===== src/verilog/core_pkg.sv =====
package core_pkg;

   localparam int DATA_W   = 32;                        // register and result width
   localparam int REG_AW   = 4;                         // register address width
   localparam int NUM_REGS = 16;                        // 1 << REG_AW
   localparam int IMM_W    = 16;                        // immediate field width

   typedef logic [DATA_W-1:0]        word_t;            // register value / result
   typedef logic [REG_AW-1:0]        reg_addr_t;        // register number
   typedef logic signed [IMM_W-1:0]  imm_t;             // sign-extended at use

   typedef enum logic [2:0] {
      OP_ADD  = 3'd0,                                   // rs1 + rs2
      OP_SUB  = 3'd1,                                   // rs1 - rs2
      OP_AND  = 3'd2,
      OP_OR   = 3'd3,
      OP_XOR  = 3'd4,
      OP_SLL  = 3'd5,                                   // shamt = rs2[4:0]
      OP_SRL  = 3'd6,                                   // logical, same shamt rule
      OP_ADDI = 3'd7                                    // rs1 + sext(imm)
   } alu_op_t;

   // register i comes out of reset as byte i in every byte lane
   function automatic logic [NUM_REGS*DATA_W-1:0] rf_rst_vector_f();
      logic [NUM_REGS*DATA_W-1:0] v;
      v = '0;
      for (int i = 0; i < NUM_REGS; i++) begin
         v[i*DATA_W +: DATA_W] = {(DATA_W/8){8'(i)}};  // e.g. reg 3 -> 32'h03030303
      end
      return v;
   endfunction

   localparam logic [NUM_REGS*DATA_W-1:0] RF_RST_VECTOR = rf_rst_vector_f(); // packed, reg 0 at lsb

endpackage

===== src/verilog/exec_core.sv =====
`timescale 1ns/1ns

module exec_core (
   input  logic                CLK,
   input  logic                RST,
   // instruction port
   input  logic                in_valid,
   output logic                in_ready,
   input  core_pkg::alu_op_t   in_op,
   input  core_pkg::reg_addr_t in_rd,
   input  core_pkg::reg_addr_t in_rs1,
   input  core_pkg::reg_addr_t in_rs2,
   input  core_pkg::imm_t      in_imm,
   // result port
   output logic                res_valid,
   input  logic                res_ready,
   output core_pkg::reg_addr_t res_rd,
   output core_pkg::word_t     res_data,
   // host preload, rf write port 1
   input  logic                host_we,
   input  core_pkg::reg_addr_t host_addr,
   input  core_pkg::word_t     host_data
);
   import core_pkg::*;

   logic           accept;                               // also rf read enable
   logic           advance;
   word_t    [1:0] rf_rdata;                             // [0] = rs1, [1] = rs2
   logic           exe_valid;
   reg_addr_t      exe_rd;
   word_t          exe_data;
   logic           wb_we;
   reg_addr_t      wb_addr;
   word_t          wb_data;

   issue_ctrl issue_ctrl_i (
      .CLK       (CLK),
      .RST       (RST),
      .in_valid  (in_valid),
      .in_rd     (in_rd),
      .in_rs1    (in_rs1),
      .in_rs2    (in_rs2),
      .in_ready  (in_ready),
      .res_valid (res_valid),
      .res_ready (res_ready),
      .res_rd    (res_rd),
      .accept    (accept),
      .advance   (advance)
   );

   reg_file_nwnr #(
      .NUM_READ  (2),
      .NUM_WRITE (2)
   ) reg_file_i (
      .CLK   (CLK),
      .RST   (RST),
      .re    ({accept, accept}),
      .raddr ({in_rs2, in_rs1}),
      .rdata (rf_rdata),
      .we    ({host_we, wb_we}),                         // host on port 1 wins
      .waddr ({host_addr, wb_addr}),
      .wdata ({host_data, wb_data})
   );

   alu_stage alu_stage_i (
      .CLK       (CLK),
      .RST       (RST),
      .accept    (accept),
      .advance   (advance),
      .in_op     (in_op),
      .in_rd     (in_rd),
      .in_imm    (in_imm),
      .src1      (rf_rdata[0]),
      .src2      (rf_rdata[1]),
      .exe_valid (exe_valid),
      .exe_rd    (exe_rd),
      .exe_data  (exe_data)
   );

   result_stage result_stage_i (
      .CLK       (CLK),
      .RST       (RST),
      .advance   (advance),
      .exe_valid (exe_valid),
      .exe_rd    (exe_rd),
      .exe_data  (exe_data),
      .res_valid (res_valid),
      .res_ready (res_ready),
      .res_rd    (res_rd),
      .res_data  (res_data),
      .wb_we     (wb_we),
      .wb_addr   (wb_addr),
      .wb_data   (wb_data)
   );

endmodule


===== src/verilog/result_stage.sv =====
`timescale 1ns/1ns

module result_stage (
   input  logic                CLK,
   input  logic                RST,
   input  logic                advance,                  // low only while blocked here
   input  logic                exe_valid,
   input  core_pkg::reg_addr_t exe_rd,
   input  core_pkg::word_t     exe_data,
   output logic                res_valid,
   input  logic                res_ready,
   output core_pkg::reg_addr_t res_rd,
   output core_pkg::word_t     res_data,
   output logic                wb_we,                    // rf write port 0
   output core_pkg::reg_addr_t wb_addr,
   output core_pkg::word_t     wb_data
);

   always_ff @(posedge CLK or negedge RST) begin
      if (!RST) begin
         res_valid <= 1'b0;
      end else if (advance) begin
         res_valid <= exe_valid;                         // empty or taken, refill
      end
   end

   // payload holds under back-pressure
   always_ff @(posedge CLK) begin
      if (advance && exe_valid) begin
         res_rd   <= exe_rd;
         res_data <= exe_data;
      end
   end

   // commit to the rf at the same edge the result leaves
   assign wb_we   = res_valid && res_ready;
   assign wb_addr = res_rd;
   assign wb_data = res_data;

endmodule


===== src/verilog/alu_stage.sv =====
`timescale 1ns/1ns

module alu_stage (
   input  logic                CLK,
   input  logic                RST,
   input  logic                accept,                   // new instruction this edge
   input  logic                advance,
   input  core_pkg::alu_op_t   in_op,
   input  core_pkg::reg_addr_t in_rd,
   input  core_pkg::imm_t      in_imm,
   input  core_pkg::word_t     src1,                     // registered rf read data
   input  core_pkg::word_t     src2,
   output logic                exe_valid,
   output core_pkg::reg_addr_t exe_rd,
   output core_pkg::word_t     exe_data
);
   import core_pkg::*;

   logic      rd_valid;                                  // read stage occupied
   alu_op_t   op_q;
   reg_addr_t rd_q;
   imm_t      imm_q;
   word_t     imm_ext;                                   // sign-extended immediate
   logic [4:0] shamt;                                    // low five bits of src2

   // valid flag, in step with the rf read latency
   always_ff @(posedge CLK or negedge RST) begin
      if (!RST) begin
         rd_valid <= 1'b0;
      end else if (advance) begin
         rd_valid <= accept;                             // bubble if nothing accepted
      end
   end

   // payload, moves with the pipe
   always_ff @(posedge CLK) begin
      if (advance) begin
         op_q  <= in_op;
         rd_q  <= in_rd;
         imm_q <= in_imm;
      end
   end

   assign imm_ext = {{(DATA_W-IMM_W){imm_q[IMM_W-1]}}, imm_q};
   assign shamt   = src2[4:0];

   always_comb begin
      case (op_q)
         OP_ADD:  exe_data = src1 + src2;
         OP_SUB:  exe_data = src1 - src2;
         OP_AND:  exe_data = src1 & src2;
         OP_OR:   exe_data = src1 | src2;
         OP_XOR:  exe_data = src1 ^ src2;
         OP_SLL:  exe_data = src1 << shamt;              // upper src2 bits ignored
         OP_SRL:  exe_data = src1 >> shamt;              // zero fill
         OP_ADDI: exe_data = src1 + imm_ext;             // src2 unused
         default: exe_data = '0;
      endcase
   end

   assign exe_valid = rd_valid;
   assign exe_rd    = rd_q;

endmodule


===== src/verilog/issue_ctrl.sv =====
`timescale 1ns/1ns

module issue_ctrl (
   input  logic                CLK,
   input  logic                RST,
   input  logic                in_valid,
   input  core_pkg::reg_addr_t in_rd,
   input  core_pkg::reg_addr_t in_rs1,
   input  core_pkg::reg_addr_t in_rs2,
   output logic                in_ready,
   input  logic                res_valid,
   input  logic                res_ready,
   input  core_pkg::reg_addr_t res_rd,
   output logic                accept,                   // transfer, doubles as rf read enable
   output logic                advance                   // whole pipe moves
);
   import core_pkg::*;

   logic [NUM_REGS-1:0] pending;                         // one bit per reg with a write in flight
   logic                run;                             // low until first edge after reset
   logic                hazard;                          // instruction touches a pending reg
   logic                res_xfer;                        // result leaves this cycle

   // stall everything only when the result register is full and blocked
   assign advance  = !(res_valid && !res_ready);
   assign res_xfer = res_valid && res_ready;

   // raw, war and waw all collapse onto the same pending check
   assign hazard = pending[in_rd] || pending[in_rs1] || pending[in_rs2];

   assign in_ready = run && advance && !hazard;
   assign accept   = in_valid && in_ready;

   always_ff @(posedge CLK or negedge RST) begin
      if (!RST) begin
         run <= 1'b0;
      end else begin
         run <= 1'b1;                                    // in_ready held low through reset
      end
   end

   // scoreboard
   always_ff @(posedge CLK or negedge RST) begin
      if (!RST) begin
         pending <= '0;
      end else begin
         if (res_xfer) begin
            pending[res_rd] <= 1'b0;                     // writeback commits at this edge
         end
         if (accept) begin
            pending[in_rd] <= 1'b1;                      // never the reg being released
         end
      end
   end

endmodule


===== src/verilog/reg_file_nwnr.sv =====
`timescale 1ns/1ns

module reg_file_nwnr #(
   parameter int NUM_READ  = 2,                          // registered read ports
   parameter int NUM_WRITE = 2                           // write ports, highest index wins
) (
   input  logic                                CLK,
   input  logic                                RST,
   input  logic [NUM_READ-1:0]                 re,       // per-port read enable
   input  core_pkg::reg_addr_t [NUM_READ-1:0]  raddr,
   output core_pkg::word_t     [NUM_READ-1:0]  rdata,    // holds while re low
   input  logic [NUM_WRITE-1:0]                we,
   input  core_pkg::reg_addr_t [NUM_WRITE-1:0] waddr,
   input  core_pkg::word_t     [NUM_WRITE-1:0] wdata
);
   import core_pkg::*;

   word_t regs [NUM_REGS];                               // the storage array

   // storage, reset to the per-register vector
   always_ff @(posedge CLK or negedge RST) begin
      if (!RST) begin
         for (int j = 0; j < NUM_REGS; j++) begin
            regs[j] <= RF_RST_VECTOR[j*DATA_W +: DATA_W]; // word j of the packed vector
         end
      end else begin
         for (int j = 0; j < NUM_WRITE; j++) begin       // later port overrides earlier
            if (we[j]) begin
               regs[waddr[j]] <= wdata[j];               // lands at this edge
            end
         end
      end
   end

   // read output registers, one per port
   always_ff @(posedge CLK or negedge RST) begin
      if (!RST) begin
         rdata <= '0;
      end else begin
         for (int i = 0; i < NUM_READ; i++) begin
            if (re[i]) begin
               rdata[i] <= regs[raddr[i]];               // old value on same-edge write
            end
         end
      end
   end

endmodule


===== config.mk =====
export PLATFORM = sky130hd
export DESIGN_NAME = exec_core
export DESIGN_NICKNAME = d
export VERILOG_FILES = /design/src/verilog/core_pkg.sv /design/src/verilog/exec_core.sv /design/src/verilog/result_stage.sv /design/src/verilog/alu_stage.sv /design/src/verilog/issue_ctrl.sv /design/src/verilog/reg_file_nwnr.sv
export SDC_FILE = /design/constraint.sdc
export NUM_CORES = 2
export LEC_CHECK = 0
export BUFFER_PORTS_ARGS = -buffer_cell sky130_fd_sc_hd__buf_2
export CAP_MARGIN = 0
export CORE_ASPECT_RATIO = 2
export CORE_MARGIN = 8
export CORE_UTILIZATION = 35
export DETAILED_ROUTE_END_ITERATION = 8
export SYNTH_ARGS = -nofsm -noshare
export SYNTH_HDL_FRONTEND = slang
export SYNTH_SLANG_ARGS = --single-unit

===== constraint.sdc =====
create_clock -name CLK -period 7.8 [get_ports CLK]
set_input_delay 1.17 -clock CLK [delete_from_list [all_inputs] [get_ports CLK]]
set_output_delay 1.17 -clock CLK [all_outputs]
set_load 0.1 [all_outputs]

* Word-level counts from Yosys, hierarchy flattened
Index checks and enable logic that the tools add are counted.
** Storage, ports and cells
- Register bits :: 654
- Bits of input ports :: 72
- Output and inout port bits :: 38
- Logic and storage cells :: 104
** Cells by class
- Add/subtract/negate cells :: 3
- Magnitude comparators :: 12
- Eq/ne operators :: 7
- Shifts and indexed selects :: 2
- Muxes and demuxes :: 27
- Bitwise logic cells :: 10
- Reduce and logical (&&, ||, !) cells :: 16
** Operators by type and width (number)
- bitwise mux 512 bit :: 2
- 2-to-1 mux 512 bit :: 2
- binary-select mux 32 bit (select 4 bit) :: 2
- demux 32 bit (select 4 bit) :: 2
- one-hot mux 32 bit (8 select lines) :: 1
- 2-to-1 mux 32 bit :: 6
- adder 32 bit :: 2
- AND 32 bit :: 1
- 2-to-1 mux 16 bit :: 2
- OR 32 bit :: 1
- << shifter 32 x 5 -> 32 bit :: 1
- right shift 32 x 5 -> 32 bit :: 1
- subtractor 32 bit :: 1
- bitwise XOR 32 bit :: 1
- >= comparator 5 bit, second input constant :: 4
- less-than comparator 4 x 5 -> 1 bit, second input constant :: 4
- inverter 4 -> 5 bit :: 4
- AND 16 bit :: 1
- inverter 16 bit :: 1
- OR 16 bit :: 1
- binary-select mux 1 bit (select 4 bit) :: 3
- equality test 3 bit, second input constant :: 4
- logical AND 1 bit :: 10
- less-than comparator 5 x 1 -> 1 bit, second input constant :: 2
- 8 further kinds :: 18

* Logic depth before layout (Yosys ltp)
- Depth after elaboration :: 9
- Depth in mapped cells :: 22

* By module
From an unflattened synthesis, not the netlist that was laid out.
** Second synthesis, totals
- Cell total of the unflattened synthesis :: 5117
- Area total of the unflattened synthesis :: 47573.1 µm²
** Modules (own cells, without submodules)
- reg_file_nwnr :: instances 1, cells each 3822, area each 36298.6 µm²
- alu_stage :: instances 1, cells each 1100, area each 8578.2 µm²
- result_stage :: instances 1, cells each 76, area each 1405.1 µm²
- issue_ctrl :: instances 1, cells each 119, area each 1291.2 µm²

* Least setup slack after synthesis
Ideal clock, no wire load.
- Path kind :: reg-to-reg
- From :: reg reg_file_i.rdata[33] (netlist bit)
- To :: reg result_stage_i.res_data[29] (data pin)
- Setup time :: 259 ps
- Data arrival time :: 4603 ps
- Data required time :: 7541 ps
- Slack :: 2938 ps
- Cell stages (with the launch flop) :: 21
- Path buffers :: 5
- Period minus slack after synthesis :: 4862 ps
- Cells stage by stage :: dfrtp_1 -> buf_2 -> clkinv_1 -> buf_2 -> buf_1 -> ha_1 -> nor3b_1 -> and4_1 -> clkbuf_1 -> nand2_1 -> nor4_1 -> xnor2_1 -> o221ai_1 -> ha_1 -> clkbuf_1 -> nand4_1 -> nor4_1 -> o211ai_1 -> nor3b_1 -> xnor2_1 -> a211o_1
** On the way
- Word-level cells in the longest chain between the ends :: 2
** Ends and longest elaborated chain
- from (decl) :: line reg_file_nwnr.sv:11 : output core_pkg::word_t [NUM_READ-1:0] rdata,
- from (signal, indexed assignment) :: line reg_file_nwnr.sv:42 : rdata[i] <= regs[raddr[i]];
- subtractor 32 bit, or another cell as far along :: line alu_stage.sv:50 : OP_SUB: exe_data = src1 - src2;
- one-hot mux 32 bit (8 select lines) (*) :: line alu_stage.sv:48 : case (op_q)
- net alu_stage_i.exe_data[29] :: line alu_stage.sv:15 : output core_pkg::word_t exe_data
- to (signal assigned) :: line result_stage.sv:31 : res_data <= exe_data;
- to (decl) :: line result_stage.sv:13 : output core_pkg::word_t res_data,
Mark *: on every way through the listed nets, which the timed path passes. The rest lies on a longest branch.
A chain may end at the register's enable or synchronous reset.

* Final worst setup path
- From :: reg reg_file_i.rdata[32] (netlist bit)
- To :: reg result_stage_i.res_data[29] (data pin)
Same word-level chain as after synthesis.

==> results.md <==
- Clk slew on worst S/H paths: 0.08 ns
- FP Rows: 184
- Max Slew Vio Count: 0
- Nets: 4230
- Final HPWL DP: 122000 microns
- I/O Buffers: 109
- Tcrit/Tclk final: 76.6%
- FILL cells: 12400
- CP Class: flop to flop
- TritonRoute pass-1 iters: 6
- Leakage power total: 0.0194 uW
- Distinct cells, synth: 75
- Resized Gates After CTS: 0
- Mapped Nets: 4404
- Synth Flop Type: dfrtp_1
- Routed wl met3: 13000 microns
- Setup tns final: 0 ns
- Max Cap Viol: 0
- Clk Latency, worst-skew pair: 0.71 ns
- Gr usage total: 26.4%
- Startpoint types: flop
- Internal reg-to-reg setup slack: 1.83 ns
- CTS H-tree depth: 2
- Post-Route WL: 186000 microns
- WL met1: 65900 microns
- Number of routed nets with antenna violations: 0
- Vias in the first global route: 35700
- Largest net degree at the start of global routing: 170
- Worst-margin pin slew: 1.30 ns
- Crit path to: result_stage_i.res_data[29]$_DFFE_PP_
- Grt ovf: 0
- CP max FO: 35
- Power Density: 336 mW/mm^2
- Initial DRC count: 3701
- Mean post-synth cell area: 10.5 sq um
- I/O pin cnt: 110
- Die Wd: 268 microns
- GPL Wtd Cong: 1.05
- Number of synthesized flops with an enable pin: 59
- FF-to-FF End: result_stage_i.res_data[29]$_DFFE_PP_
- WL per Instance: 32.2 microns
- First-pass GRT wire length: 266000 microns
- Die Height: 519 microns
- Vias: 35700
- Min-delay src: alu_stage_i.exe_rd[2]$_DFFE_PN_
- # Post-CTS Setup Buffers: 0
- Cell Area, Synth: 0.0443 sq mm
- Initial antenna violation count: 21
- CTS sink count: 654
- CTS root buffer: clkbuf_16
- Asr flop ratio synth: 91.0%
- Seq/Total Area, Yosys: 38.0%
- Max-slew headroom: 12.6%
- Via density: 6.16
- Post-Syn Instances: 4232
- Hold Vio Cnt, Final: 0
- Cts hold-fix bufs: 0
- Max Root-Sink Buffers: 3
- Fmax: 0.167 GHz
- Data arrival, critical path: 6.44 ns
- Met2 Wirelength: 90100 microns
- Top sig layer: met5
- Inserted Clock Buffers: 61
- Hold Path Class: flop to flop
- Die area: 0.139 sq mm
- CTS tree: built
- YS warnings: 0
- Clock Skew: 0.0331 ns
- Worst Path Required: 8.27 ns
- Area Growth Syn to Fin: 9.18%
- Reg2reg path depth: 15
- Initial Util: 35.2%
- RSZ-0062 raised after global routing: no
- Setup crit start: reg_file_i.rdata[32]$_DFFE_PN0P_
- # DRC: 0
- CORE AREA: 0.126 sq mm
- FF+latch count, synth: 654
- Share of cells above drive strength 1: 21.4%
- Status: complete, no violations
- Minimum clock period: 5.97 ns
- FF-to-FF Start: reg_file_i.rdata[32]$_DFFE_PN0P_
- Core Util, Final: 38.5%
- Setup violations, final: 0
- Design Power: 16300 uW
- Max VDD drop: 0.196 mV
- Worst setup EP type: flop
==> where the power goes <==
part           total (uW)  switching, uW  internal (uW)
logic                7310           4340           2970
clock network        3240           1490           1750
registers            5710           1210           4500
==> cells by family after synthesis <==
family / Yosys count / share of synthesized area [%]
AND/OR/NAND/NOR: 976 / 9.13
AO/OA/AOI/OAI: 992 / 12.6
adder cells (fa/ha/maj): 100 / 2.84
other: 1 / 0.00847
XOR/XNOR: 25 / 0.494
multiplexers: 968 / 32.4
buffers and inverters: 516 / 4.55
flip-flops: 654 / 38.0
==> critical path: stages, from the launching register on <==
cell and delay, ns:
dfrtp_4 0.69, inv_1 0.36, ha_1 0.25, nor3b_1 0.52
and4_1 0.61, nand2_1 0.37, nor4_1 0.34, xnor2_1 0.16
o221ai_1 0.15, ha_1 0.50, nand4_1 0.28, nor4_1 0.52
o211ai_1 0.23, nor3b_1 0.26, xnor2_1 0.17, a211o_1 0.31
==> state kept, by name, summed over array words and instances (netlist names) <==
name / flops
alu_stage_i.imm_q: 16
alu_stage_i.exe_valid: 1
result_stage_i.res_valid: 1
issue_ctrl_i.pending: 16
alu_stage_i.exe_rd: 4
reg_file_i.rdata: 64
reg_file_i.regs: 512
issue_ctrl_i.run: 1
alu_stage_i.op_q: 3
result_stage_i.res_rd: 4
result_stage_i.res_data: 32
==> worst min-delay path by stage <==
stage	endpoint	slack, ns	cells past startpoint
global placement	result_stage_i.res_rd[2]$_DFFE_PP_	0.40	0
CTS	result_stage_i.res_rd[2]$_DFFE_PP_	0.42	0
finish	result_stage_i.res_rd[2]$_DFFE_PP_	0.42	0
floorplan	result_stage_i.res_rd[0]$_DFFE_PP_	0.40	0
detailed placement	result_stage_i.res_rd[2]$_DFFE_PP_	0.40	0
global route	result_stage_i.res_rd[2]$_DFFE_PP_	0.42	0
==> layout make-up <==
class	instances	area [sq um]	area share (%)
clock inverters	27	313	0.647
repair buffers	194	1290	2.68
clock buffers	89	1770	3.65
flip-flops and latches	654	16800	34.8
diodes	9	22.5	0.0466
well taps	1674	2090	4.33
multi-input cells	3062	25700	53.2
inverters	85	322	0.665
==> synth_stat cells (11+ instances only) <==
cell type / count / share of area (%)
mux2i_1: 563 / 13
o211ai_1: 15 / 0.25
nand3_1: 33 / 0.37
mux4_2: 367 / 19
dfstp_2: 128 / 7.6
o21ai_0: 278 / 3.1
clkbuf_1: 328 / 2.8
a21oi_1: 422 / 4.8
a211oi_1: 13 / 0.22
nor4_1: 14 / 0.20
a31oi_1: 15 / 0.21
xnor2_1: 14 / 0.28
xor2_1: 11 / 0.22
ha_1: 99 / 2.8
o21ai_1: 63 / 0.71
dfrtp_1: 467 / 26
inv_1: 82 / 0.69
buf_1: 58 / 0.49
mux2_2: 38 / 0.97
nor3_1: 35 / 0.40
o221ai_1: 12 / 0.24
buf_2: 37 / 0.42
o22ai_1: 36 / 0.51
a21o_1: 22 / 0.37
a22oi_1: 36 / 0.61
a211o_1: 11 / 0.22
edfxtp_1: 59 / 4.0
and3_1: 13 / 0.18
nor2_1: 444 / 3.8
nand2_1: 371 / 3.1
==> layout by cell type, fill, tap and decap left out, types with 12 or more instances in the layout <==
cell type	netlist	routed
a211oi_1	13	13
a21o_1	22	22
a21oi_1	422	422
a22oi_1	36	36
a31oi_1	15	15
and3_1	13	13
buf_2	37	102
buf_4	8	82
clkbuf_1	328	15
clkbuf_16	0	62
dfrtp_1	467	463
dfstp_2	128	128
edfxtp_1	59	59
ha_1	99	99
inv_1	82	81
mux2_2	38	38
mux2i_1	563	563
mux4_2	367	367
nand2_1	371	365
nand3_1	33	28
nor2_1	444	434
nor3_1	35	32
o211ai_1	15	15
o21ai_0	278	277
o21ai_1	63	64
o221ai_1	12	12
o22ai_1	36	36
xnor2_1	14	14
==> through the flow <==
step                setup WS, ns  hold WS (ns)  instance area (sq um)  std cells
finish                      1.83         0.422                  48400       5794
floorplan                   2.94         0.400                  44300       4232
CTS                         1.91         0.421                  48300       5784
detailed placement          1.93         0.405                  46200       5668
global placement            1.87         0.402                  46200       5668
global route                1.72         0.424                  48300       5786
==> metal layers <==
metal	up-vias	track usage (%)
met3	590	4.49
met4	12	20.4
met1	18100	29.9
li1	15300	-
met5	-	0
met2	1708	43.9
Note: power is estimated with default switching activity, not from simulation.
